## src/source/l2_cfg.svh

```systemverilog
// l2 cache geometry
`ifndef L2_CFG_SVH
`define L2_CFG_SVH

// 16 sets
`define L2_INDEX_WIDTH 4

// 4 words per line
`define L2_OFFSET_WIDTH 2

// associativity, power of two for the plru tree
`define L2_WAYS 4

// derived sizes
`define L2_WORDS (1 << `L2_OFFSET_WIDTH)
`define L2_TAG_WIDTH (32 - `L2_INDEX_WIDTH - `L2_OFFSET_WIDTH - 2)

`endif

```

## src/source/l2_pkg.sv

```systemverilog
// l2 cache shared types
`include "l2_cfg.svh"

package l2_pkg;

    // one data word
    typedef logic [31:0] word_t;

    // a full line, word 0 in the low bits
    typedef logic [`L2_WORDS-1:0][31:0] line_t;

    typedef logic [`L2_TAG_WIDTH-1:0] tag_t;

    typedef logic [$clog2(`L2_WAYS)-1:0] way_t;

    // one bit per way
    typedef logic [`L2_WAYS-1:0] way_mask_t;

    // byte address split for the arrays
    typedef struct packed {
        tag_t                        tag;
        logic [`L2_INDEX_WIDTH-1:0]  index;
        logic [`L2_OFFSET_WIDTH-1:0] offset;
        logic [1:0]                  byte_off;
    } addr_fields_t;

    // raw view goes to memory, field view to the arrays
    typedef union packed {
        logic [31:0]  raw;
        addr_fields_t f;
    } l2_addr_u;

    // source of the request in flight
    typedef enum logic [1:0] {
        SRC_NONE  = 2'b00,
        SRC_IC_RD = 2'b01,
        SRC_DC_RD = 2'b10,
        SRC_DC_WR = 2'b11
    } req_src_t;

endpackage

```

## src/source/l2_plru.sv

```systemverilog
// l2 tree pseudo-lru
`include "l2_cfg.svh"

module l2_plru (
    input  logic                       clk,
    input  logic                       rstn,
    input  logic [`L2_INDEX_WIDTH-1:0] index,
    input  l2_pkg::way_mask_t          use_mask,
    output l2_pkg::way_t               victim
);
    import l2_pkg::*;

    localparam int SETS   = 1 << `L2_INDEX_WIDTH;
    localparam int LEVELS = $clog2(`L2_WAYS);

    // heap order, node n has children 2n+1 and 2n+2
    logic [`L2_WAYS-2:0] tree_q [SETS];
    logic [`L2_WAYS-2:0] tree_next;
    way_t                pick;

    // follow the bits down to the victim leaf
    always_comb begin
        int node;
        node = 0;
        pick = '0;
        for (int l = 0; l < LEVELS; l++) begin
            pick[LEVELS-1-l] = tree_q[index][node];
            node = 2 * node + 1 + int'(tree_q[index][node]);
        end
    end

    // point every node on the used path the other way
    always_comb begin
        int   node;
        logic b;
        node      = 0;
        b         = 1'b0;
        tree_next = tree_q[index];
        for (int w = 0; w < `L2_WAYS; w++) begin
            if (use_mask[w]) begin
                node = 0;
                for (int l = 0; l < LEVELS; l++) begin
                    b               = w[LEVELS-1-l];
                    tree_next[node] = ~b;
                    node            = 2 * node + 1 + int'(b);
                end
            end
        end
    end

    always_ff @(posedge clk or negedge rstn) begin
        if (!rstn) begin
            for (int s = 0; s < SETS; s++) begin
                tree_q[s] <= '0;
            end
            victim <= '0;
        end else begin
            if (|use_mask) begin
                tree_q[index] <= tree_next;
            end
            victim <= pick;
        end
    end

endmodule

```

## config.mk

```make
export PLATFORM = sky130hd
export DESIGN_NAME = l2_plru
export DESIGN_NICKNAME = d
export VERILOG_FILES = /design/src/source/l2_pkg.sv /design/src/source/l2_plru.sv
export VERILOG_INCLUDE_DIRS = /design/src /design/src/source
export SDC_FILE = /design/constraint.sdc
export NUM_CORES = 1
export LEC_CHECK = 0
export CAP_MARGIN = 25
export CELL_PAD_IN_SITES_DETAIL_PLACEMENT = 1
export CELL_PAD_IN_SITES_GLOBAL_PLACEMENT = 1
export CORE_MARGIN = 2
export CORE_UTILIZATION = 23
export DETAILED_ROUTE_END_ITERATION = 8
export DONT_BUFFER_PORTS = 1
export GPL_TIMING_DRIVEN = 1
export PLACE_DENSITY = 0.54
export SKIP_LAST_GASP = 1
export SYNTH_ARGS = -nofsm -noshare
export SYNTH_HDL_FRONTEND = slang
export SYNTH_SLANG_ARGS = --single-unit
```

## constraint.sdc

```tcl
create_clock -name clk -period 1.92 [get_ports clk]
set_clock_uncertainty 0.2 [all_clocks]
set_input_delay 0.384 -clock clk [delete_from_list [all_inputs] [get_ports clk]]
set_output_delay 0.384 -clock clk [all_outputs]
set_load 0.005 [all_outputs]
```

==> results.md, run 1 <==
* Unrepaired setup endpoints after global routing: yes
* Count of buffers inserted at the top-level ports at 0
* Most frequent cell after synthesis: sky130_fd_sc_hd__dfrtp_1
* Placed cell areas at 2740 sq um
* Sequential cell area fraction in the yosys report at 50.0%
* Syn Nets at 227
* Worst flop-to-flop path endpoint: victim[0]
* List of most frequent post-synthesis cells: sky130_fd_sc_hd__dfrtp_1, sky130_fd_sc_hd__mux2_2, sky130_fd_sc_hd__a21oi_1
* Tcrit/Tclk final at 96.0%
* Kind of end point of the critical path: flop
* Crit path max fanout at 3
* Sum of negative setup slack at 0 ps
* Via count of the first global-routing pass at 1855
* Transition time at the pin with the least slew margin at 459 ps
* Pin count of the biggest net entering global routing at 51
* Standard cell core area at 10700 sq um
* Count of antenna diodes in the layout at 0
* Total clock buffers created by CTS at 5
* Multi-input gate area in the final layout at 1200 sq um
* Root Buffer: sky130_fd_sc_hd__clkbuf_8
* Worst-case reg-to-reg path depth at 5
* Power per standard cell area at 955 nW/um^2
* Critical Path Max Stage Delay at 490 ps
* Die height at 108 microns
* Average wire per cell in the routed design at 16.6 microns
* Detailed router's first-iteration violation count at 36
* Reg-to-Reg Start: tree_q[12]
* Syn Area/Cell at 11.5 sq um
* Leading post-synthesis cells by cell area: sky130_fd_sc_hd__dfrtp_1, sky130_fd_sc_hd__mux2_2, sky130_fd_sc_hd__mux2i_1
* Static leakage at 1.24 nW
* Met3 wire length at 185 microns
* Result of the run: finished clean
* Clock net sink count at 50
* Source-to-sink clock delay at the later pin of the worst-skew pair at 310 ps
* Most instantiated flip-flop cell in the synthesis netlist: sky130_fd_sc_hd__dfrtp_1
* Max transition margin at 69.2%
* Storage cell area at 1250 sq um
* Final #Nets at 245
* DRT Wirelength at 6250 microns
* Number of iterations in the first detailed-routing pass at 4
* Data arrival time of the critical path at 1850 ps
* Relative area change from synthesis to final layout at 16.1%
* CTS tree: done
* Number of vias in the routed layout at 1704
* CTS resizes at 0
* Global placement routability congestion at 0.723
* Global route total overflow at 0
* Worst vdd ir at 0.279 mV
* Family with the most delay on the worst path: multiplexers
* Startpoint of the most critical setup path: tree_q[12]
* Worst Setup Start Kind: flop
* Post-synthesis cell count at 217
* Clock-pin slew on the worst setup and hold paths at 90 ps
* Starting Density at 23.3%
* Die extent in x at 108 microns
* Routed met1 length at 2860 microns
* Fraction of final layout cells with drive strength greater than 1 at 29.7%
* Total power draw at 2.78 mW
* Critical path class: reg -> reg
* Core Rows at 38
* Post-synthesis async set-or-reset flop share at 100%
* Total number of cells along the worst setup path at 5
* Core occupancy in the finished layout at 27.0%
* Number of maximum-capacitance violations at 0
* Final Hold Fails at 0
* Yosys top cell by area: sky130_fd_sc_hd__dfrtp_1
* Remaining design rule violation count at 0
* Post-route ant nets at 0
* CTS HTree Levels at 2
* Die ar. at 11700 sq um
* Number of ports placed on the die boundary at 12
* Post-synth design cell area at 2500 sq um
* Post-route design area at 2910 sq um
* Highest-delay cell along the critical path: sky130_fd_sc_hd__mux4_2
* Setup slack of the worst register-to-register path at 80 ps
* Bufs and invs on worst path at 0
* Series of cell instances along the critical path: mux4_2, a22oi_2, nand2_2, mux2i_1, mux2_2
* Shortest period the worst path allows at 1840 ps
* Destination of the critical timing path: victim[0]
* Fill cells at 1246
* Synthesized flop and latch total at 50
* Peak Freq at 542 MHz
* Number of distinct library cells after synthesis at 27
* Required time at the endpoint of the critical path at 1920 ps
* Path category of the worst min-delay check: in -> reg
* Sum of met2 wire segment lengths after detailed routing at 3150 microns
* All-layer global routing usage at 11.7%
* Final Max Slew Viols at 0
* Max Used Layer: met4
* Post-Place Cells at 364
* Non-filler cells, final at 376
* Number of enable flip-flop cells after synthesis at 0
* Post-synth top area share at 50.0%
* Ratio of routed vias to standard cells at 4.53
* Hpwl dp at 4640 microns
* Global-route wire length before repair at 10300 microns
* Maximum clock insertion buffer count at 2
* Setup Viol. Count Final at 0
* Number of warnings printed during yosys synthesis at 0
* Antenna violations before repair at 0
report_power, final:
group / internal, mW / total, mW / switching [mW]
Combinational: 0.332 / 0.597 / 0.265
Sequential: 1.30 / 1.43 / 0.131
Clock: 0.389 / 0.748 / 0.359
cell usage in the layout, fill, tap and decap left out, types with 2 or more instances in the layout:
| cell type | count |
|---|---|
| sky130_fd_sc_hd__nand3_1 | 8 |
| sky130_fd_sc_hd__dfrtp_1 | 50 |
| sky130_fd_sc_hd__a22oi_1 | 4 |
| sky130_fd_sc_hd__mux2i_1 | 18 |
| sky130_fd_sc_hd__a21oi_1 | 32 |
| sky130_fd_sc_hd__nor2_1 | 19 |
| sky130_fd_sc_hd__nor2b_1 | 7 |
| sky130_fd_sc_hd__nand2_1 | 12 |
| sky130_fd_sc_hd__and2_1 | 2 |
| sky130_fd_sc_hd__mux2_2 | 33 |
| sky130_fd_sc_hd__clkbuf_8 | 5 |
| sky130_fd_sc_hd__inv_1 | 2 |
| sky130_fd_sc_hd__a22oi_2 | 2 |
| sky130_fd_sc_hd__nor3_1 | 4 |
| sky130_fd_sc_hd__buf_4 | 17 |
| sky130_fd_sc_hd__a21oi_2 | 2 |
| sky130_fd_sc_hd__nand2b_1 | 2 |
| sky130_fd_sc_hd__and2b_1 | 2 |
| sky130_fd_sc_hd__mux4_2 | 4 |
layout make-up:
cell class,count,share of cell area [%]
well taps,140,6.03
inverters,2,0.258
multi-input cells,157,41.2
clock inverters,2,1.29
repair buffers,19,5.68
clock buffers,6,2.50
flip-flops and latches,50,43.0
worst min path at each step:
stage,start,to,slack (ps),cells past startpoint
global placement,rstn,tree_q[21],-110,0
floorplan,rstn,tree_q[0],-110,0
finish,index[2],victim[0],40,1
CTS,index[2],victim[0],20,1
detailed placement,rstn,tree_q[21],-110,0
global route,index[2],victim[0],30,1
metrics by stage:
step	hold WS [ps]	setup WS, ps
floorplan	-112	-27.7
global placement	-108	38.8
detailed placement	-108	25.1
CTS	21.0	62.0
global route	28.2	-11.6
finish	36.2	76.4
routing by layer:
layer,GRT usage (%),vias to the layer above
li1,-,808
met1,15.1,878
met2,19.3,13
met3,3.19,5
met4,3.02,0
met5,0,-
registers in the layout, summed over array words and instances, names as in the netlist:
register / flops
victim: 2
tree_q: 48
repair_timing:
action / in CTS / in global routing
buffers inserted: 0 / 2
hold buffers: 2 / 0
endpoints found under the setup margin: 0 / 1
hold endpoints to repair: 50 / 0
kinds of logic (layout without fill, tap and decap cells):
family | count (synthesis) | count (layout) | synth area share (%)
buffers and inverters | 10 | 29 | 2.40
muxes | 55 | 55 | 25.6
DFF | 50 | 50 | 50.0
and+or+nand+nor | 60 | 60 | 11.3
AOI/OAI and AO/OA | 42 | 42 | 10.6
Power figures use the tool's default switching activity.
==> run 2: changes to the inputs <==
- CORE_UTILIZATION: 23 -> 25
- PLACE_DENSITY: 0.54 -> 0.56
==> run 2 against run 1 <==
Effect of this change:
- via count about the same
- total power shrank 0.17%
- utilization up 2.4 points
- die area shrank 7.7%
- register-to-register slack got worse by 60 ps
- critical path type unchanged
==> results.md, run 2 (synthesized netlist as in run 1, its figures left out) <==
* Antenna violations before repair at 0 (unchanged)
* Storage cell area at 1250 sq um (unchanged)
* Setup Viol. Count Final at 0 (unchanged)
* Kind of end point of the critical path: flop
* Worst Setup Start Kind: flop
* Unrepaired setup endpoints after global routing: yes
* Post-route design area at 2870 sq um (-1.4%)
* Detailed router's first-iteration violation count at 85 (+140%)
* Clock power frac at 26.9% (about the same)
* Most common library cell in the layout ignoring fill and taps: sky130_fd_sc_hd__dfrtp_1
* Remaining design rule violation count at 0 (unchanged)
* Fraction of final layout cells with drive strength greater than 1 at 28.9% (-0.78 points)
* Die extent in x at 104 microns (-3.9%)
* Path category of the worst min-delay check: in -> reg
* Number of ports placed on the die boundary at 12 (unchanged)
* Global placement routability congestion at 0.758 (+4.9%)
* Peak Freq at 525 MHz (-3.2%)
* Average wire per cell in the routed design at 17.6 microns (+5.9%)
* Power per standard cell area at 967 nW/um^2 (+1.2%)
* Switching power share of the total at 27.3% (+0.18 points)
* Total clock buffers created by CTS at 5 (unchanged)
* Worst path setup slack after routing at 16.1 ps (-60.3 ps)
* Bufs and invs on worst path at 0 (unchanged)
* CTS resizes at 0 (unchanged)
* Clock net sink count at 50 (unchanged)
* Data arrival time of the critical path at 1900 ps (+50 ps)
* Number of flip-flops in the largest register at 48 (unchanged)
* Count of antenna diodes in the layout at 0 (unchanged)
* Net switching power figure at 0.758 mW (+0.50%)
* Via count of the first global-routing pass at 1926 (+3.8%)
* Largest registers: tree_q (48), victim (2)
* Number of iterations in the first detailed-routing pass at 4 (unchanged)
* Comb pwr share at 21.5% (about the same)
* Global-route wire length before repair at 10800 microns (+4.6%)
* Source-to-sink clock delay at the later pin of the worst-skew pair at 300 ps (about the same)
* Register with the most flip-flops: tree_q
* Tcrit/Tclk final at 99.2% (+3.1 points)
* Critical Path Max Stage Delay at 460 ps (-30 ps)
* Post-route ant nets at 0 (unchanged)
* Shortest period the worst path allows at 1900 ps (+60.3 ps)
* Clock-pin slew on the worst setup and hold paths at 90 ps (about the same)
* Max transition margin at 58.7% (-10 points)
* Most used cells in the layout excluding fill and tap cells: sky130_fd_sc_hd__dfrtp_1, sky130_fd_sc_hd__mux2_2, sky130_fd_sc_hd__a21oi_1
* Series of cell instances along the critical path: mux4_2, a22oi_2, nand2_2, mux2i_1, mux2_2
* Number of maximum-capacitance violations at 0 (unchanged)
* Pin count of the biggest net entering global routing at 51 (unchanged)
* All-layer global routing usage at 12.7% (+1.0 points)
* Sequential Power Share at 51.7% (about the same)
* Internal power at 2.01 mW (-0.42%)
* Required time at the endpoint of the critical path at 1910 ps (about the same)
* Critical path class: reg -> reg
* Count of buffers inserted at the top-level ports at 0 (unchanged)
* Starting Density at 25.7% (+2.4 points)
* Standard cell core area at 9730 sq um (-9.5%)
* Setup slack of the worst register-to-register path at 20 ps (-60 ps)
* Family with the most delay on the worst path: multiplexers
* Global route total overflow at 0 (unchanged)
* Transition time at the pin with the least slew margin at 615 ps (+156 ps)
* Total power draw at 2.77 mW (-0.17%)
* Fill cells at 1103 (-11%)
* Multi-input gate area in the final layout at 1200 sq um (unchanged)
* CTS HTree Levels at 2 (unchanged)
* Worst-case setup slack after placement at -9.14 ps (-34.2 ps)
* Worst vdd ir at 0.324 mV (+16%)
* Highest-delay cell along the critical path: sky130_fd_sc_hd__mux4_2
* Die height at 104 microns (-3.9%)
* Die ar. at 10800 sq um (-7.7%)
* Result of the run: finished clean
* Final Hold Fails at 0 (unchanged)
* Final Max Slew Viols at 0 (unchanged)
* Relative area change from synthesis to final layout at 14.5%
* Maximum clock insertion buffer count at 2 (unchanged)
* CTS tree: done
* Static leakage at 1.22 nW (-1.1%)
* Core Rows at 36 (-5.3%)
* Crit path max fanout at 3 (unchanged)
* Ratio of routed vias to standard cells at 4.67 (+3.1%)
* Hpwl dp at 4540 microns (-2.2%)
* Root Buffer: sky130_fd_sc_hd__clkbuf_8
* DRT Wirelength at 6420 microns (+2.8%)
* Number of vias in the routed layout at 1705 (+0.059%)
* Placed cell areas at 2710 sq um (-1.1%)
* Final #Nets at 241 (-1.6%)
==> run 2: routing by layer <==
| metal | up-vias | GRT usage [%] | wire [microns] |
|---|---|---|---|
| met5 | - | 0 | 0 |
| met4 | 0 | 2.90 | 82 |
| met3 | 6 | 2.94 | 201 |
| met2 | 18 | 21.4 | 3170 |
| met1 | 876 | 16.6 | 2970 |
| li1 | 805 | - | - |
==> run 2: what timing repair did <==
action | 4_1_cts | 5_1_grt
setup endpoints to repair | 0 | 1
buffers inserted | 0 | 1
hold buffers | 2 | 0
endpoints found under the hold margin | 50 | 0
==> run 2: per-stage QoR <==
stage	std cells	setup TNS [ps]	utilization, %	hold slack [ps]
after floorplan	217	-27.7	-	-112
after global placement	354	-25.6	27.9	-111
final	365	0	29.5	50.3
after global routing	365	-24.2	29.5	35.5
after CTS	364	0	29.4	37.1
after detailed placement	354	-9.14	27.9	-110
==> run 2: area by class of cell <==
cell class              count  area share, %
repair buffers             15           4.71
clock buffers               5           2.40
multi-input cells         157           41.8
clock inverters             3           1.40
flip-flops and latches     50           43.6
inverters                   2          0.262
well taps                 133           5.81
==> run 2: path summary, 6_finish.rpt <==
check                      depth (start not counted)          to  startpoint
setup / recovery                                   5   victim[0]  tree_q[18]
hold / removal                                     1   victim[0]    index[2]
setup reg to reg                                   5   victim[0]  tree_q[18]
hold reg to reg                                    1   tree_q[4]   tree_q[4]
max in group asynchronous                          2  tree_q[29]        rstn
min in group asynchronous                          2  tree_q[20]        rstn
==> run 2: power groups by stage <==
stage | Sequential, mW | Clock (mW) | Combinational (mW)
finish | 1.43 | 0.745 | 0.595
global route | 1.47 | 0.815 | 0.663
CTS | 1.43 | 0.778 | 0.599
detailed placement | 1.45 | 0 | 0.567
global placement | 1.45 | 0 | 0.553
floorplan | 1.41 | 0 | 0.465
