$ cat src/source/l2_cfg.svh
// l2 cache geometry
`ifndef L2_CFG_SVH
`define L2_CFG_SVH

// 16 sets
`define L2_INDEX_WIDTH 4

// 4 words per line
`define L2_OFFSET_WIDTH 2

// associativity, power of two for the plru tree
`define L2_WAYS 4

// derived sizes
`define L2_WORDS (1 << `L2_OFFSET_WIDTH)
`define L2_TAG_WIDTH (32 - `L2_INDEX_WIDTH - `L2_OFFSET_WIDTH - 2)

`endif

$ cat src/source/l2_pkg.sv
// l2 cache shared types
`include "l2_cfg.svh"

package l2_pkg;

    // one data word
    typedef logic [31:0] word_t;

    // a full line, word 0 in the low bits
    typedef logic [`L2_WORDS-1:0][31:0] line_t;

    typedef logic [`L2_TAG_WIDTH-1:0] tag_t;

    typedef logic [$clog2(`L2_WAYS)-1:0] way_t;

    // one bit per way
    typedef logic [`L2_WAYS-1:0] way_mask_t;

    // byte address split for the arrays
    typedef struct packed {
        tag_t                        tag;
        logic [`L2_INDEX_WIDTH-1:0]  index;
        logic [`L2_OFFSET_WIDTH-1:0] offset;
        logic [1:0]                  byte_off;
    } addr_fields_t;

    // raw view goes to memory, field view to the arrays
    typedef union packed {
        logic [31:0]  raw;
        addr_fields_t f;
    } l2_addr_u;

    // source of the request in flight
    typedef enum logic [1:0] {
        SRC_NONE  = 2'b00,
        SRC_IC_RD = 2'b01,
        SRC_DC_RD = 2'b10,
        SRC_DC_WR = 2'b11
    } req_src_t;

endpackage

$ cat src/source/l2_req_buf.sv
// l2 request arbiter and buffer
module l2_req_buf (
    input  logic             clk,
    input  logic             rstn,
    input  logic             ic_req,
    input  l2_pkg::word_t    ic_addr,
    input  logic             dc_req,
    input  logic             dc_we,
    input  l2_pkg::word_t    dc_addr,
    input  l2_pkg::word_t    dc_wdata,
    input  logic             idle,
    output logic             ic_addr_ok,
    output logic             dc_addr_ok,
    output logic             buf_we,
    output l2_pkg::req_src_t src,
    output l2_pkg::l2_addr_u addr,
    output l2_pkg::word_t    wdata
);
    import l2_pkg::*;

    req_src_t win_src;

    // dcache wins a tie
    assign dc_addr_ok = idle;
    assign ic_addr_ok = idle & ~dc_req;

    always_comb begin
        if (dc_req) begin
            win_src = dc_we ? SRC_DC_WR : SRC_DC_RD;
        end else if (ic_req) begin
            win_src = SRC_IC_RD;
        end else begin
            win_src = SRC_NONE;
        end
    end

    assign buf_we = idle & (win_src != SRC_NONE);

    always_ff @(posedge clk or negedge rstn) begin
        if (!rstn) begin
            src <= SRC_NONE;
        end else if (buf_we) begin
            src <= win_src;
        end
    end

    // held for the whole transaction
    always_ff @(posedge clk) begin
        if (buf_we) begin
            addr.raw <= dc_req ? dc_addr : ic_addr;
            wdata    <= dc_wdata;
        end
    end

endmodule
$ cat config.mk
export PLATFORM = sky130hd
export DESIGN_NAME = l2_req_buf
export DESIGN_NICKNAME = d
export VERILOG_FILES = /design/src/source/l2_pkg.sv /design/src/source/l2_req_buf.sv
export VERILOG_INCLUDE_DIRS = /design/src /design/src/source
export SDC_FILE = /design/constraint.sdc
export NUM_CORES = 1
export LEC_CHECK = 0
export ABC_AREA = 1
export BUFFER_PORTS_ARGS = -buffer_cell sky130_fd_sc_hd__buf_2
export CELL_PAD_IN_SITES_DETAIL_PLACEMENT = 2
export CELL_PAD_IN_SITES_GLOBAL_PLACEMENT = 2
export CORE_MARGIN = 2
export CORE_UTILIZATION = 24
export DETAILED_ROUTE_END_ITERATION = 16
export HOLD_SLACK_MARGIN = 0.06
export PLACE_DENSITY_LB_ADDON = 0.1
export SLEW_MARGIN = 0
export SYNTH_ARGS = -nofsm -noshare
export SYNTH_HDL_FRONTEND = slang
export SYNTH_SLANG_ARGS = --single-unit
$ cat constraint.sdc
create_clock -name clk -period 2.8 [get_ports clk]
set_clock_uncertainty 0.2 [all_clocks]
set_input_delay 0.42 -clock clk [delete_from_list [all_inputs] [get_ports clk]]
set_output_delay 0.42 -clock clk [all_outputs]
set_load 0.02 [all_outputs]
==> results.md, run 1 <==
- IO Port Bufs: 170
- Clock Tree Root: clkbuf_8
- Leakage: 1.87 nW
- CTS clk-pin slew, worst paths: 0.07 ns
- Multi-input logic area: 437 µm²
- RSZ-0062 raised after global routing: false
- Die ar.: 11200 µm²
- Worst-margin pin slew: 0.420 ns
- Sequential share of the synthesized area: 0.790
- CP Capture Type: output port
- CTS sink cnt: 66
- Initial antenna violation count: 1
- All-Layer GR Usage: 0.157
- Synth Flop Type: edfxtp_1
- Fin util: 0.386
- End of the critical path: buf_we
- Max Freq: 583 MHz
- Fin crit period: 1.71 ns
- DR WL/cell: 16.4 µm
- Cts bufs inserted: 9
- Number of synthesized flops with an enable pin: 64
- Netlist Area Pre-Place: 2500 µm²
- Syn_nets: 286
- Status: finished, final reports clean
- Fin nets: 492
- Final Power: 0.00246 W
- Initial DRC Count: 43
- R2R Path End: src[0]
- Dpl hpwl: 5740 µm
- Cell area after layout: 3950 µm²
- CP Launch Type: primary input
- R2R Path Start: src[0]
- Ranking of synthesized cells by area: edfxtp_1 77%, nand2_1 14%, nand2_2 2.8%, dfrtp_1 2.0%, buf_6 1.4%
- Area growth from synthesis to layout: 58.2%
- Final Hold Vio Count: 0
- CTS max path bufs: 2
- Setup tns final: 0 ns
- Most frequent cell after synthesis: nand2_1
- Pins Over Slew Limit: 0
- Hold crit path type: primary input to register
- Synth Instances: 184
- GRT overflow: 0
- Synth top area share: 0.770
- Vias: 2177
- PD cells: 623 nW/µm²
- DRT Wirelength: 8690 µm
- Largest net degree at the start of global routing: 34
- Register Area: 1970 µm²
- CTS tree: built
- Die span in y: 106 µm
- Rel. slew slack: 0.720
- Critical path launch point: dc_req
- Synth cell types: 11
- Yosys reg bits: 66
- Worst Path Arrival: 1.09 ns
- Row count: 37
- Starting Density: 0.244
- CP max FO: 14
- Reg2reg setup slack: 1.94 ns
- Worst Path Required: 2.18 ns
- Drt pass-1 iters: 4
- Final setup viols: 0
- H-tree depth: 3
- R2R depth: 2
- First-pass GRT wire length: 13100 µm
- Final ANT Viol Nets: 0
- Peak supply drop: 0.000175 V
- Fillers: 1117
- Area leader, netlist: edfxtp_1
- DP Area: 3460 µm²
- Vias in the first global route: 2403
- IO Count: 171
- Skew-Pair Late Insertion Delay: 0.32 ns
- Routed vias/inst: 4.10
- Hold Crit Start: dc_wdata[28]
- CP Class: primary input to output port
- Drc violations: 0
- Most frequent cells after synthesis: 95 x nand2_1, 64 x edfxtp_1, 11 x nand2_2
- Final Wtd Congestion: 0.725
- Layout cells sized above 1: 0.508
- Asr flop ratio synth: 0.0303
- Ys Warns: 0
- Final period util: 0.612
- Core region area: 10200 µm²
- Syn Area/Cell: 13.6 µm²
- Die X: 106 µm
- Max-cap viol count: 0
metal layers:
metal,track usage,routed length (µm),vias up
met2,0.289,4540,114
met1,0.163,3280,1031
li1,-,-,1023
met4,0.0583,132,0
met5,0,0,-
met3,0.0552,726,9
worst max-delay path: stages:
cell	delay [ns]
buf_2	0.28
nand2_2	0.12
nand2_2	0.10
buf_2	0.18
cells by family (layout without fill, tap and decap cells):
kind of cell           Yosys count  after routing  share of synthesized area
AND/OR/NAND/NOR                108            108                      0.174
flip-flops                      66             66                      0.790
buffers and inverters           10            220                     0.0366
other                            0              1                          0
how the worst min path moves through the flow:
stage	cells past startpoint	slack (ns)	to
4_1_cts	1	0.06	wdata[8]
3_5_place_dp	1	0.01	src[1]
6_report	1	0.08	wdata[28]
3_3_place_gp	1	0.01	src[1]
5_1_grt	1	0.07	wdata[28]
2_1_floorplan	0	-0.08	src[0]
metrics by stage:
| stage | hold WS [ns] | setup WS, ns | std cells |
|---|---|---|---|
| floorplan | -0.0756 | 0.0451 | 184 |
| global placement | 0.0101 | 0.929 | 485 |
| detailed placement | 0.0105 | 0.900 | 485 |
| CTS | 0.0616 | 1.06 | 530 |
| global route | 0.0656 | 1.01 | 531 |
| finish | 0.0838 | 1.09 | 531 |
report_power, final:
group          total [W]  internal [W]  leakage [nW]  switching, W
Combinational   0.000456      0.000170          1.14      0.000286
Clock           0.000764      0.000400        0.0885      0.000365
Sequential       0.00124       0.00121         0.641     0.0000312
Total            0.00246       0.00178          1.87      0.000681
registers in the layout, indices dropped and copies added, names as in the netlist:
signal,count
src,2
addr,32
wdata,32
layout by cell type, fill, tap and decap left out:
| cell | instances |
|---|---|
| buf_2 | 170 |
| nand2_1 | 94 |
| edfxtp_1 | 64 |
| dlygate4sd3_1 | 30 |
| nand2_2 | 12 |
| clkbuf_8 | 9 |
| buf_4 | 3 |
| clkinv_2 | 2 |
| clkinvlp_4 | 2 |
| dfrtp_1 | 2 |
| diode_2 | 1 |
| inv_6 | 1 |
| inv_1 | 1 |
| nor2_1 | 1 |
| nand3_1 | 1 |
| clkinv_1 | 1 |
| bufinv_16 | 1 |
layout make-up:
class | instances | area share
sequential | 66 | 0.499
tap | 136 | 0.0431
multi-input combinational | 108 | 0.111
clock buffer | 9 | 0.0314
timing repair buffer | 203 | 0.297
clock inverter | 6 | 0.0149
antenna | 1 | 0.000634
inverter | 2 | 0.00317
repair_timing:
item	4_1_cts	5_1_grt
gates resized for setup	0	0
buffers inserted	0	0
endpoints found under the setup margin	0	0
endpoints found under the hold margin	31	0
hold buffers	30	0
(Power assumes the default switching activity.)
==> run 2, diff against run 1 <==
clock period = 1.7 ns   (was 2.8 ns; I/O delays follow)
==> results.md, run 2 (synthesized netlist as in run 1, its figures left out) <==
- Top Registers: addr (32), wdata (32), src (2)
- Rel. slew slack: 0.794
- Core region area: 10200 µm²
- DRT Wirelength: 9740 µm
- CP max FO: 1
- Clock Tree Root: clkbuf_8
- Commonest non-fill, non-tap cells in the layout: 170 x buf_2, 100 x dlygate4sd3_1, 94 x nand2_1
- Most common cell after layout, fill and taps aside: buf_2
- Routed vias/inst: 4.10
- Largest net degree at the start of global routing: 34
- Reg2reg setup slack: 0.87 ns
- Antenna fix cells: 0
- All-Layer GR Usage: 0.178
- CP Launch Type: primary input
- Cell area after layout: 4720 µm²
- Die span in y: 106 µm
- RSZ-0062 raised after global routing: true
- PD cells: 897 nW/µm²
- Vias in the first global route: 2833
- Worst-margin pin slew: 0.309 ns
- GRT overflow: 0
- Final setup viols: 0
- Max Freq: 593 MHz
- Vias: 2483
- DP Area: 3520 µm²
- First-pass GRT wire length: 15000 µm
- Placed Instances: 489
- Postcts setup bufs: 0
- DR WL/cell: 16.1 µm
- Worst Path Required: 1.59 ns
- Peak supply drop: 0.000400 V
- H-tree depth: 3
- Drt pass-1 iters: 4
- IO Count: 171
- Die X: 106 µm
- Fillers: 1103
- Worst Path Arrival: 1.58 ns
- Max-cap viol count: 0
- CP Class: primary input to register
- Initial DRC Count: 45
- Area growth from synthesis to layout: 89.0%
- CP Capture Type: register
- Final ANT Viol Nets: 0
- Fin nets: 566
- Setup tns final: 0 ns
- CTS clk-pin slew, worst paths: 0.07 ns
- Hold crit path type: primary input to register
- Initial antenna violation count: 0
- Drc violations: 0
- CTS sink cnt: 66
- Multi-input logic area: 442 µm²
- Fin cells: 605
- Status: finished, final reports clean
- Layout cells sized above 1: 0.435
- CTS tree: built
- Starting Density: 0.244
- Row count: 37
- Cts bufs inserted: 9
- Pins Over Slew Limit: 0
- Final period util: 0.993
- Dpl hpwl: 5850 µm
- CTS max path bufs: 2
- Final Wtd Congestion: 0.721
- Fin crit period: 1.69 ns
- Leakage: 2.20 nW
- Die ar.: 11200 µm²
- Final Power: 0.00423 W
- Register Area: 1970 µm²
- Skew-Pair Late Insertion Delay: 0.33 ns
- Final Hold Vio Count: 0
- IO Port Bufs: 170
## run 2: worst paths after layout
path                        startpoint  cells after the start       end
setup reg to reg                src[0]                      2    src[0]
setup / recovery           ic_addr[31]                      5  addr[31]
hold reg to reg                 src[1]                      2    src[1]
hold / removal              dc_addr[7]                      3   addr[7]
max in group asynchronous         rstn                      3    src[1]
min in group asynchronous         rstn                      3    src[0]
## run 2: repair_timing
action                                  4_1_cts  5_1_grt
hold buffers                                101        2
endpoints found under the setup margin        0       11
hold endpoints to repair                     68        2
gates resized for setup                       0        2
## run 2: layout make-up
class                      instances  share of cell area
tap                              136              0.0361
clock buffer                      11              0.0278
clock inverter                     5              0.0117
inverter                           2             0.00265
sequential                        66               0.418
timing repair buffer             277               0.410
multi-input combinational        108              0.0936
## run 2: per-stage QoR
step	hold slack (ns)	utilization	setup WS, ns
global placement	-0.152	0.345	0.178
global route	0.0616	0.461	-0.0372
detailed placement	-0.153	0.345	0.145
CTS	0.0747	0.462	0.0133
floorplan	-0.241	-	0.158
finish	0.0482	0.461	0.0127
## run 2: report_power, final
part / total [W] / switching, W / leakage, nW / internal (W)
clock: 0.00128 / 0.000604 / 0.0893 / 0.000673
combinational: 0.000921 / 0.000509 / 1.47 / 0.000412
sequential: 0.00203 / 0.0000471 / 0.641 / 0.00199
## run 2: metal layers
| layer | global-route usage | wire (µm) | vias up |
|---|---|---|---|
| met5 | 0 | 0 | - |
| met2 | 0.340 | 5340 | 112 |
| met4 | 0.0771 | 206 | 0 |
| li1 | - | - | 1172 |
| met1 | 0.181 | 3550 | 1184 |
| met3 | 0.0472 | 644 | 15 |
## run 2: worst max-delay path, cell delays in order
cell and delay (ns):
dlygate4sd3_1 0.55, buf_2 0.13, nand2_2 0.06, nand2_1 0.05, dlygate4sd3_1 0.54
==> run 3, diff against run 2 <==
SETUP_SLACK_MARGIN = 0.3   (was unset)
==> results.md, run 3 (synthesized netlist as in run 1, its figures left out) <==
- Cts bufs inserted: 9
- Pins Over Slew Limit: 0
- R2R depth: 2
- IO Port Bufs: 170
- Hold path cells: 3
- Crit-path max cell delay: 0.42 ns
- Cell chain of the critical path: buf_6
- CP Launch Type: register
- RSZ-0062 raised after global routing: true
- Final setup viols: 0
- Drt pass-1 iters: 4
- Fin util: 0.473
- Initial antenna violation count: 0
- CTS clk-pin slew, worst paths: 0.08 ns
- Initial DRC Count: 49
- Area growth from synthesis to layout: 93.6%
- CP max FO: 1
- Worst Path Required: 1.24 ns
- Antenna fix cells: 0
- Drc violations: 0
- Clock Tree Root: clkbuf_8
- Status: finished, final reports clean
- Dpl hpwl: 6000 µm
- H-tree depth: 3
- Max-cap viol count: 0
- Worst Path Arrival: 0.91 ns
- Vias in the first global route: 2893
- Final Hold Vio Count: 0
- CTS sink cnt: 66
- Peak supply drop: 0.000341 V
- Final ANT Viol Nets: 0
- Hold Crit Start: dc_req
- Starting Density: 0.244
- CP Capture Type: output port
- DRT Wirelength: 10200 µm
- Leakage: 2.25 nW
- Vias: 2522
- GRT overflow: 0
- Top Family by Delay on Critical Path: flip-flops
- Max Freq: 731 MHz
- Row count: 37
- Final period util: 0.804
- Worst-margin pin slew: 0.303 ns
- Routed vias/inst: 4.15
- Core region area: 10200 µm²
- Layout cells sized above 1: 0.442
- Reg2reg setup slack: 0.86 ns
- Crit path buf inv count: 1
- Worst Hold Path EP: src[1]
- Top routing layer in use: met4
- First-pass GRT wire length: 15500 µm
- CTS max path bufs: 2
- Top Registers: addr (32), wdata (32), src (2)
- Die span in y: 106 µm
- Fin nets: 568
- Commonest non-fill, non-tap cells in the layout: 168 x buf_2, 100 x dlygate4sd3_1, 93 x nand2_1
- Fin crit period: 1.37 ns
- Die ar.: 11200 µm²
- All-Layer GR Usage: 0.186
- DR WL/cell: 16.8 µm
- Most common cell after layout, fill and taps aside: buf_2
- R2R Path End: src[0]
- Setup tns final: 0 ns
- Met1 Wirelength: 3800 µm
- CP Class: register to output port
- Skew-Pair Late Insertion Delay: 0.33 ns
- Routed wl met3: 636 µm
- PD cells: 950 nW/µm²
- CTS tree: built
- Met2 WL: 5620 µm
- Worst path slowest cell: edfxtp_1
- IO Count: 171
- Hold crit path type: primary input to register
- Largest net degree at the start of global routing: 36
- R2R Path Start: src[0]
- Rel. slew slack: 0.798
- Die X: 106 µm
- Final Power: 0.00460 W
- Final Wtd Congestion: 0.665
-- run 3: cell types whose count changed in the layout (fill, tap and decap cells not counted) --
cell        previous run  this run
clkinvlp_4             2         1
nand2_8                0         1
clkinv_4               0         2
nand2_2               11        12
buf_2                170       168
clkbuf_1               2         1
clkinv_2               2         0
buf_6                  0         2
buf_12                 2         4
nand2_1               94        93
bufinv_16              1         3
buf_8                  1         0
-- run 3: layout make-up --
type | count | area [µm²]
clock inverters | 6 | 115
clock buffers | 10 | 128
flip-flops and latches | 66 | 1970
fillers | 1088 | 5400
repair buffers | 278 | 1970
inverters | 2 | 12.5
well taps | 136 | 170
multi-input cells | 109 | 464
-- run 3: metal layers --
| layer | vias to the layer above | track usage |
|---|---|---|
| met5 | - | 0 |
| met3 | 13 | 0.0472 |
| met4 | 0 | 0.0573 |
| li1 | 1181 | - |
| met1 | 1210 | 0.198 |
| met2 | 118 | 0.357 |
-- run 3: timing repair --
item                                    in CTS  in global routing
hold endpoints to repair                    67                  0
buffers inserted                             0                  3
hold buffers                               100                  0
cloned                                       1                  0
pin swaps                                    1                  1
gates resized for setup                      3                  2
endpoints found under the setup margin       2                  3
-- run 3: through the flow --
| step | hold slack, ns | setup slack (ns) | area [µm²] | instances |
|---|---|---|---|---|
| 2_1_floorplan | -0.241 | 0.348 | 2510 | 184 |
| 3_3_place_gp | -0.156 | 0.219 | 3540 | 487 |
| 3_5_place_dp | -0.154 | 0.188 | 3540 | 487 |
| 4_1_cts | 0.0994 | 0.297 | 4810 | 604 |
| 5_1_grt | 0.139 | 0.284 | 4840 | 607 |
| 6_report | 0.124 | 0.333 | 4840 | 607 |
-- run 3: how the worst max path moves through the flow --
stage / start / endpoint / slack, ns / cells past startpoint
2_1_floorplan: dc_req / addr[0] / 0.35 / 3
3_3_place_gp: idle / addr[12] / 0.22 / 4
3_5_place_dp: idle / addr[19] / 0.19 / 4
4_1_cts: idle / buf_we / 0.30 / 4
5_1_grt: wdata[4] / wdata[4] / 0.28 / 1
6_report: wdata[4] / wdata[4] / 0.33 / 1
-- run 3: power by group --
group          switching (W)  internal [W]
Clock               0.000631      0.000980
Combinational       0.000522      0.000423
Sequential         0.0000507       0.00199
