===== config.mk =====
export PLATFORM = sky130hd
export DESIGN_NAME = l2_ctrl_fsm_flat
export DESIGN_NICKNAME = d
export VERILOG_FILES = /design/src/source/l2_pkg.sv /design/src/source/l2_array_if.sv /design/src/source/l2_ctrl_fsm.sv /design/src/flat_wrapper.sv
export VERILOG_INCLUDE_DIRS = /design/src /design/src/source
export SDC_FILE = /design/constraint.sdc
export NUM_CORES = 1
export LEC_CHECK = 0
export ABC_AREA = 1
export BUFFER_PORTS_ARGS = -buffer_cell sky130_fd_sc_hd__buf_2
export CAP_MARGIN = 20
export CORE_AREA = 2 2 317 319
export DETAILED_ROUTE_END_ITERATION = 6
export DIE_AREA = 0 0 319 321
export MAX_ROUTING_LAYER = met4
export PLACE_DENSITY = 0.3
export SLEW_MARGIN = 20
export SYNTH_ARGS = -nofsm -noshare
export SYNTH_HDL_FRONTEND = slang
export SYNTH_SLANG_ARGS = --single-unit
export TNS_END_PERCENT = 1

===== constraint.sdc =====
create_clock -name clk -period 1.38 [get_ports clk]
set_clock_uncertainty 0.05 [all_clocks]
set_input_delay 0.069 -clock clk [delete_from_list [all_inputs] [get_ports clk]]
set_output_delay 0.069 -clock clk [all_outputs]
set_load 0.01 [all_outputs]

===== src/source/l2_cfg.svh =====
// l2 cache geometry
`ifndef L2_CFG_SVH
`define L2_CFG_SVH

// 16 sets
`define L2_INDEX_WIDTH 4

// 4 words per line
`define L2_OFFSET_WIDTH 2

// associativity, power of two for the plru tree
`define L2_WAYS 4

// derived sizes
`define L2_WORDS (1 << `L2_OFFSET_WIDTH)
`define L2_TAG_WIDTH (32 - `L2_INDEX_WIDTH - `L2_OFFSET_WIDTH - 2)

`endif


===== src/source/l2_pkg.sv =====
// l2 cache shared types
`include "l2_cfg.svh"

package l2_pkg;

    // one data word
    typedef logic [31:0] word_t;

    // a full line, word 0 in the low bits
    typedef logic [`L2_WORDS-1:0][31:0] line_t;

    typedef logic [`L2_TAG_WIDTH-1:0] tag_t;

    typedef logic [$clog2(`L2_WAYS)-1:0] way_t;

    // one bit per way
    typedef logic [`L2_WAYS-1:0] way_mask_t;

    // byte address split for the arrays
    typedef struct packed {
        tag_t                        tag;
        logic [`L2_INDEX_WIDTH-1:0]  index;
        logic [`L2_OFFSET_WIDTH-1:0] offset;
        logic [1:0]                  byte_off;
    } addr_fields_t;

    // raw view goes to memory, field view to the arrays
    typedef union packed {
        logic [31:0]  raw;
        addr_fields_t f;
    } l2_addr_u;

    // source of the request in flight
    typedef enum logic [1:0] {
        SRC_NONE  = 2'b00,
        SRC_IC_RD = 2'b01,
        SRC_DC_RD = 2'b10,
        SRC_DC_WR = 2'b11
    } req_src_t;

endpackage


===== src/source/l2_array_if.sv =====
// l2 array access bundle
`include "l2_cfg.svh"

interface l2_array_if;
    import l2_pkg::*;

    // controller to arrays
    logic [`L2_INDEX_WIDTH-1:0]  index;
    tag_t                        tag;
    logic [`L2_OFFSET_WIDTH-1:0] offset;
    word_t                       wr_word;
    line_t                       refill_line;
    way_mask_t                   data_we;
    logic                        install;
    tag_t                        install_tag;
    logic                        dirty_set;
    logic                        dirty_clr;
    way_t                        way_sel;

    // arrays to controller
    way_mask_t hit;
    word_t     hit_word;
    tag_t      victim_tag;
    line_t     victim_line;
    logic      victim_dirty;

    modport ctrl (
        output index, tag, offset, wr_word, refill_line, data_we, install,
        output install_tag, dirty_set, dirty_clr, way_sel,
        input  hit, hit_word, victim_tag, victim_line, victim_dirty
    );

    modport array (
        input  index, tag, offset, wr_word, refill_line, data_we, install,
        input  install_tag, dirty_set, dirty_clr, way_sel,
        output hit, hit_word, victim_tag, victim_line, victim_dirty
    );

endinterface


===== src/source/l2_ctrl_fsm.sv =====
// l2 cache controller
`include "l2_cfg.svh"

module l2_ctrl_fsm (
    input  logic              clk,
    input  logic              rstn,
    input  logic              buf_we,
    input  l2_pkg::req_src_t  src,
    input  l2_pkg::l2_addr_u  addr,
    input  l2_pkg::word_t     wdata,
    input  l2_pkg::way_t      victim,
    input  logic              mem_addr_ok,
    input  logic              mem_data_ok,
    input  l2_pkg::line_t     mem_rdata,
    output logic              idle,
    output l2_pkg::way_mask_t use_mask,
    output logic              ic_data_ok,
    output logic              dc_data_ok,
    output l2_pkg::word_t     rdata,
    output logic              mem_rd_req,
    output logic              mem_wr_req,
    output logic              mem_rdy,
    output l2_pkg::word_t     mem_addr,
    output l2_pkg::line_t     mem_wdata,
    l2_array_if.ctrl          arr
);
    import l2_pkg::*;

    typedef enum logic [2:0] {
        S_IDLE,
        S_LOOKUP,
        S_CHECK_DIRTY,
        S_WRITEBACK,
        S_REFILL_REQ,
        S_REFILL_WAIT,
        S_ALLOC_WRITE
    } state_t;

    state_t    state;
    state_t    state_next;
    way_t      hit_way;
    way_mask_t victim_mask;
    l2_addr_u  wb_addr;
    l2_addr_u  fill_addr;
    logic      is_write;
    logic      is_ic;

    assign is_write    = (src == SRC_DC_WR);
    assign is_ic       = (src == SRC_IC_RD);
    assign victim_mask = way_mask_t'(1) << victim;
    assign idle        = (state == S_IDLE);

    ////////////////////////////////////////
    // array and memory datapath
    ////////////////////////////////////////

    assign arr.index       = addr.f.index;
    assign arr.tag         = addr.f.tag;
    assign arr.offset      = addr.f.offset;
    assign arr.wr_word     = wdata;
    assign arr.refill_line = mem_rdata;
    assign arr.install_tag = addr.f.tag;

    always_comb begin
        hit_way = '0;
        for (int w = 0; w < `L2_WAYS; w++) begin
            if (arr.hit[w]) begin
                hit_way = way_t'(w);
            end
        end
    end

    // line addresses, offset and byte bits cleared
    always_comb begin
        wb_addr            = addr;
        wb_addr.f.tag      = arr.victim_tag;
        wb_addr.f.offset   = '0;
        wb_addr.f.byte_off = '0;
        fill_addr            = addr;
        fill_addr.f.offset   = '0;
        fill_addr.f.byte_off = '0;
    end

    assign mem_addr  = (state == S_WRITEBACK) ? wb_addr.raw : fill_addr.raw;
    assign mem_wdata = arr.victim_line;

    // refill returns the word straight from memory
    assign rdata = (state == S_REFILL_WAIT) ? mem_rdata[addr.f.offset] : arr.hit_word;

    ////////////////////////////////////////
    // state machine
    ////////////////////////////////////////

    always_ff @(posedge clk or negedge rstn) begin
        if (!rstn) begin
            state <= S_IDLE;
        end else begin
            state <= state_next;
        end
    end

    always_comb begin
        state_next    = state;
        use_mask      = '0;
        ic_data_ok    = 1'b0;
        dc_data_ok    = 1'b0;
        mem_rd_req    = 1'b0;
        mem_wr_req    = 1'b0;
        mem_rdy       = 1'b0;
        arr.data_we   = '0;
        arr.install   = 1'b0;
        arr.dirty_set = 1'b0;
        arr.dirty_clr = 1'b0;
        arr.way_sel   = victim;
        case (state)
            S_IDLE: begin
                if (buf_we) begin
                    state_next = S_LOOKUP;
                end
            end
            S_LOOKUP: begin
                if (|arr.hit) begin
                    use_mask    = arr.hit;
                    arr.way_sel = hit_way;
                    if (is_write) begin
                        arr.data_we   = arr.hit;
                        arr.dirty_set = 1'b1;
                    end
                    ic_data_ok = is_ic;
                    dc_data_ok = ~is_ic;
                    state_next = S_IDLE;
                end else begin
                    state_next = S_CHECK_DIRTY;
                end
            end
            // victim way settled, read its dirty bit
            S_CHECK_DIRTY: begin
                state_next = arr.victim_dirty ? S_WRITEBACK : S_REFILL_REQ;
            end
            S_WRITEBACK: begin
                mem_wr_req = 1'b1;
                if (mem_addr_ok) begin
                    state_next = S_REFILL_REQ;
                end
            end
            S_REFILL_REQ: begin
                mem_rd_req = 1'b1;
                if (mem_addr_ok) begin
                    state_next = S_REFILL_WAIT;
                end
            end
            S_REFILL_WAIT: begin
                mem_rdy = 1'b1;
                if (mem_data_ok) begin
                    arr.data_we   = victim_mask;
                    arr.install   = 1'b1;
                    arr.dirty_clr = 1'b1;
                    if (is_write) begin
                        state_next = S_ALLOC_WRITE;
                    end else begin
                        use_mask   = victim_mask;
                        ic_data_ok = is_ic;
                        dc_data_ok = ~is_ic;
                        state_next = S_IDLE;
                    end
                end
            end
            // word goes into the freshly installed line
            S_ALLOC_WRITE: begin
                arr.data_we   = victim_mask;
                arr.dirty_set = 1'b1;
                use_mask      = victim_mask;
                dc_data_ok    = 1'b1;
                state_next    = S_IDLE;
            end
            default: begin
                state_next = S_IDLE;
            end
        endcase
    end

endmodule


===== src/flat_wrapper.sv =====
// flat-port wrapper written by rule: the top's interface ports become plain ports
module l2_ctrl_fsm_flat import l2_pkg::*;
  (clk, rstn, buf_we, src, addr, wdata, victim, mem_addr_ok, mem_data_ok, mem_rdata, idle, use_mask, ic_data_ok, dc_data_ok, rdata, mem_rd_req, mem_wr_req, mem_rdy, mem_addr, mem_wdata, arr_index, arr_tag, arr_offset, arr_wr_word, arr_refill_line, arr_data_we, arr_install, arr_install_tag, arr_dirty_set, arr_dirty_clr, arr_way_sel, arr_hit, arr_hit_word, arr_victim_tag, arr_victim_line, arr_victim_dirty);
  l2_array_if arr_i ();
  input  logic clk;
  input  logic rstn;
  input  logic buf_we;
  input  l2_pkg::req_src_t src;
  input  l2_pkg::l2_addr_u addr;
  input  l2_pkg::word_t wdata;
  input  l2_pkg::way_t victim;
  input  logic mem_addr_ok;
  input  logic mem_data_ok;
  input  l2_pkg::line_t mem_rdata;
  output logic idle;
  output l2_pkg::way_mask_t use_mask;
  output logic ic_data_ok;
  output logic dc_data_ok;
  output l2_pkg::word_t rdata;
  output logic mem_rd_req;
  output logic mem_wr_req;
  output logic mem_rdy;
  output l2_pkg::word_t mem_addr;
  output l2_pkg::line_t mem_wdata;
  output wire logic [$bits(arr_i.index)-1:0] arr_index;
  output wire logic [$bits(arr_i.tag)-1:0] arr_tag;
  output wire logic [$bits(arr_i.offset)-1:0] arr_offset;
  output wire logic [$bits(arr_i.wr_word)-1:0] arr_wr_word;
  output wire logic [$bits(arr_i.refill_line)-1:0] arr_refill_line;
  output wire logic [$bits(arr_i.data_we)-1:0] arr_data_we;
  output wire logic [$bits(arr_i.install)-1:0] arr_install;
  output wire logic [$bits(arr_i.install_tag)-1:0] arr_install_tag;
  output wire logic [$bits(arr_i.dirty_set)-1:0] arr_dirty_set;
  output wire logic [$bits(arr_i.dirty_clr)-1:0] arr_dirty_clr;
  output wire logic [$bits(arr_i.way_sel)-1:0] arr_way_sel;
  input wire logic [$bits(arr_i.hit)-1:0] arr_hit;
  input wire logic [$bits(arr_i.hit_word)-1:0] arr_hit_word;
  input wire logic [$bits(arr_i.victim_tag)-1:0] arr_victim_tag;
  input wire logic [$bits(arr_i.victim_line)-1:0] arr_victim_line;
  input wire logic [$bits(arr_i.victim_dirty)-1:0] arr_victim_dirty;
  assign arr_index = arr_i.index;
  assign arr_tag = arr_i.tag;
  assign arr_offset = arr_i.offset;
  assign arr_wr_word = arr_i.wr_word;
  assign arr_refill_line = arr_i.refill_line;
  assign arr_data_we = arr_i.data_we;
  assign arr_install = arr_i.install;
  assign arr_install_tag = arr_i.install_tag;
  assign arr_dirty_set = arr_i.dirty_set;
  assign arr_dirty_clr = arr_i.dirty_clr;
  assign arr_way_sel = arr_i.way_sel;
  assign arr_i.hit = arr_hit;
  assign arr_i.hit_word = arr_hit_word;
  assign arr_i.victim_tag = arr_victim_tag;
  assign arr_i.victim_line = arr_victim_line;
  assign arr_i.victim_dirty = arr_victim_dirty;
  l2_ctrl_fsm u_core (.clk(clk), .rstn(rstn), .buf_we(buf_we), .src(src), .addr(addr), .wdata(wdata), .victim(victim), .mem_addr_ok(mem_addr_ok), .mem_data_ok(mem_data_ok), .mem_rdata(mem_rdata), .idle(idle), .use_mask(use_mask), .ic_data_ok(ic_data_ok), .dc_data_ok(dc_data_ok), .rdata(rdata), .mem_rd_req(mem_rd_req), .mem_wr_req(mem_wr_req), .mem_rdy(mem_rdy), .mem_addr(mem_addr), .mem_wdata(mem_wdata), .arr(arr_i));
endmodule

==> summary by stage <==
Clock network
Clock latency on the worst-skew pair, taken at its later pin, is 0.22 ns. The longest clock path from root to sink contains 2 buffers. The number of clock buffers inserted by TritonCTS is 3. The clock sink total is 3.

In this run the clock root is driven by a clkbuf_16. The CTS tree is done. After clock tree synthesis, the clock-pin slew on the worst setup and hold paths is 0.03 ns. In this run the number of H-tree levels came out at 1.

Finish
Across the whole layout, storage elements account for 76.3 um^2. After filler insertion, the fill cell instance count of the layout stands at about 12000. The register with the highest flop count is u_core.state. The post-route non-filler standard cell count is 2326. The number of flip-flops in the largest register is 3. The multi-input combinational cells in the finished layout cover a total of about 2000 um^2.

The largest registers in the layout are u_core.state x3. The share of final-layout standard cells stronger than drive strength 1 is 58.0%. The layout overhead on the synthesized area is 47.0%. Leaving out fill and tap cells, the most frequent cells in the layout are buf_2, nand2_1, nor2_1, o21ai_0, buf_4. The number of nets in the finished design is 1407. The commonest non-fill, non-tap cell in the layout is buf_2.

Worst setup path
In this run the critical register-to-register path is launched from u_core.state[0]. The signal on the critical path passes through inv_2 > nand3_4 > buf_12 > nor2_4 > buf_4 > buf_4 > buf_2. Of all nets on the critical path, the largest fanout is 8. On the critical path, the stage with the largest delay is an instance of dfrtp_1. The cell repeated most along the worst path is buf_4. The maximum cell stage delay along the critical path is 0.37 ns.

STA classifies the critical path endpoint as an output pin. The first element of the critical path is u_core.state[1]. STA classifies the critical path startpoint as a register.

The worst register-to-register path has a depth of 7. For the worst setup path, the data required time is about 1.3 ns. For the worst setup path, the data arrival time is 1.55 ns.

In this run the worst setup path terminates at arr_install. The setup slack of the most critical reg-to-reg path is 0.05 ns. The endpoint of the lowest-slack register-to-register path is u_core.state[1]. The critical path class is reg -> out.

Detailed routing
The top layer reached by signal wires is met4. The met3 routed wirelength is 6.66 mm. The initial DRC count is 165. After detailed routing, the number of vias per cell comes to between 2 and 2.5. In the routed design, unresolved DRC markers number 0. Detailed routing placed a total of 18.0 mm of wire on met2. For this run, the detailed router's first-pass iteration total came to 4. The overall routed net length is 39.2 mm. The detail route stage leaves a number of antenna-violating nets equal to 0. Dividing the detail-routed wire length by the instance count gives between 15 and 20 um. The post-route met1 wirelength is approximately 14 mm.

Summing over every cut layer, the via total after detailed routing is 5753.

STA
Setup repair after global routing could not meet its margin everywhere. The post-layout worst setup margin is -0.291 ns. Dividing the final minimum period by the clock period gives 121%. The count of endpoints failing setup in the final report is a little over 70. The total count of hold-check failures in the final report is 0. The total negative slack is -13.87 ns. The final-report max-slew violation count was 0. For this run, the top clock speed supported by timing is 598 MHz.

The post-layout minimum cycle time is about 1.7 ns.

Logic synthesis
After synthesis the cells add up to ~4800 um^2. Synthesis handed over a netlist of roughly 860 instances. For this run, the number of Yosys warnings is 0. The number of distinct library cell variants in the gate-level netlist after synthesis is 23. The share of the yosys chip area belonging to registers is 1.55%. The number of synthesized register bits is 3. The mean post-synth cell area is 5.67 um^2.

Job
Across the run, the number of max-cap violations was 0.

Die
The placeable core region is 99300 um^2. The count of boundary I/O pins is 815. The width of the die is ~320 um. From bottom edge to top edge, the die measures 321 um. The initial utilization of the core area, before any placement, comes to under 10%.

The die footprint is about 100000 um^2. After floorplanning, the core was divided into between 100 and 150 placement rows.

Min path
The tightest min-delay check is of the in -> out type. The cell depth of the worst min-delay path is 0. The start point of the worst hold path is arr_victim_line[27].

GRT
The number of antenna violations at the first check in global routing is 15. The total routing resource utilization after global routing is approximately 7.3%. The number of global-route vias before repair is 5381. The first global-routing pass estimated 48.7 mm of wire. The total global routing overflow is 0. Entering global routing, the biggest net connects 31 pins.

Outcome
The flow ran to the end, but the final reports show violations. The final reports fail on negative setup slack.

Power and ir drop
The standby leakage power is 3.50 nW. The worst-case vdd ir drop is 0.000382 V. Overall power consumption after layout is estimated at 5.36 mW. Power spread over the standard cell area amounts to ~750 nW/um^2.

Placed design
Port buffering added 476 buffers. Summed over all nets, the half-perimeter wirelength after detailed placement is about 36 mm. The minimum setup slack after placement is -0.803 ns.

The weighted congestion reported at the end of routability-driven placement is 0.784. Including well taps, the total number of placed cells is 2305.
==> power by group <==
group / leakage [nW] / total (mW) / switching [mW] / internal (mW)
clock network: 0.0382 / 0.457 / 0.0757 / 0.381
registers: 0.0378 / 0.178 / 0.0491 / 0.129
logic: 3.43 / 4.73 / 2.67 / 2.05
==> routing by layer <==
| layer | global-route usage, % | vias to the layer above |
|---|---|---|
| met5 | - | - |
| met4 | 1.75 | 0 |
| met3 | 5.10 | 50 |
| met2 | 11.7 | 563 |
| met1 | 7.22 | 2502 |
| li1 | - | 2638 |
==> Yosys cell counts, drive strengths merged <==
master	count	area share [%]
a21oi	5	0.52
buf	373	57
clkbuf	9	0.70
clkinv	1	0.077
conb	1	0.077
dfrtp	3	1.5
inv	27	2.1
nand2	204	16
nand3	15	2.1
nor2	108	8.6
nor3	1	0.10
o211ai	3	0.46
o21ai	102	11
o22ai	1	0.13
o31ai	1	0.16
or2	1	0.13
==> logic make-up (layout without fill, tap and decap cells) <==
logic type	after synthesis	count (layout)	share of synthesized area (%)
DFF	3	3	1.55
and+or+nand+nor	329	329	26.7
buffers and inverters	410	568	59.8
AOI/OAI and AO/OA	112	112	11.8
other	1	16	0.0774
==> worst max-delay path, delay by kind of cell (launching register included) <==
family | cells | cell delay, ns
flip-flops | 1 | 0.37
AND/OR/NAND/NOR | 2 | 0.29
buffers and inverters | 5 | 0.67
==> metrics by stage <==
stage / utilization [%] / hold WS [ns] / area, um^2
2_1_floorplan: - / -0.277 / 4860
3_3_place_gp: 6.66 / -0.174 / 6610
3_5_place_dp: 6.66 / -0.178 / 6610
4_1_cts: 6.97 / 0.0881 / 6920
5_1_grt: 7.17 / 0.0880 / 7120
6_report: 7.18 / 0.0880 / 7120
==> worst min-delay path by stage <==
stage / endpoint / slack, ns
final: mem_wdata[27] / 0.09
after floorplan: u_core.state[0] / -0.28
after detailed placement: u_core.state[0] / -0.18
after global placement: u_core.state[0] / -0.17
after CTS: arr_wr_word[11] / 0.09
after global routing: mem_wdata[10] / 0.09
==> area by class of cell <==
class / instances / share of cell area, %
antenna: 12 / 0.422
clock buffer: 4 / 1.11
multi-input combinational: 445 / 28.4
inverter: 28 / 1.58
sequential: 3 / 1.07
tap: 1298 / 22.8
timing repair buffer: 536 / 44.6
==> what timing repair did <==
action,CTS,global route
cloned,2,0
hold buffers,1,0
setup endpoints to repair,77,78
endpoints found under the hold margin,3,0
buffers inserted,0,2
gates resized for setup,45,45
pin swaps,5,5
Power figures use the tool's default switching activity.
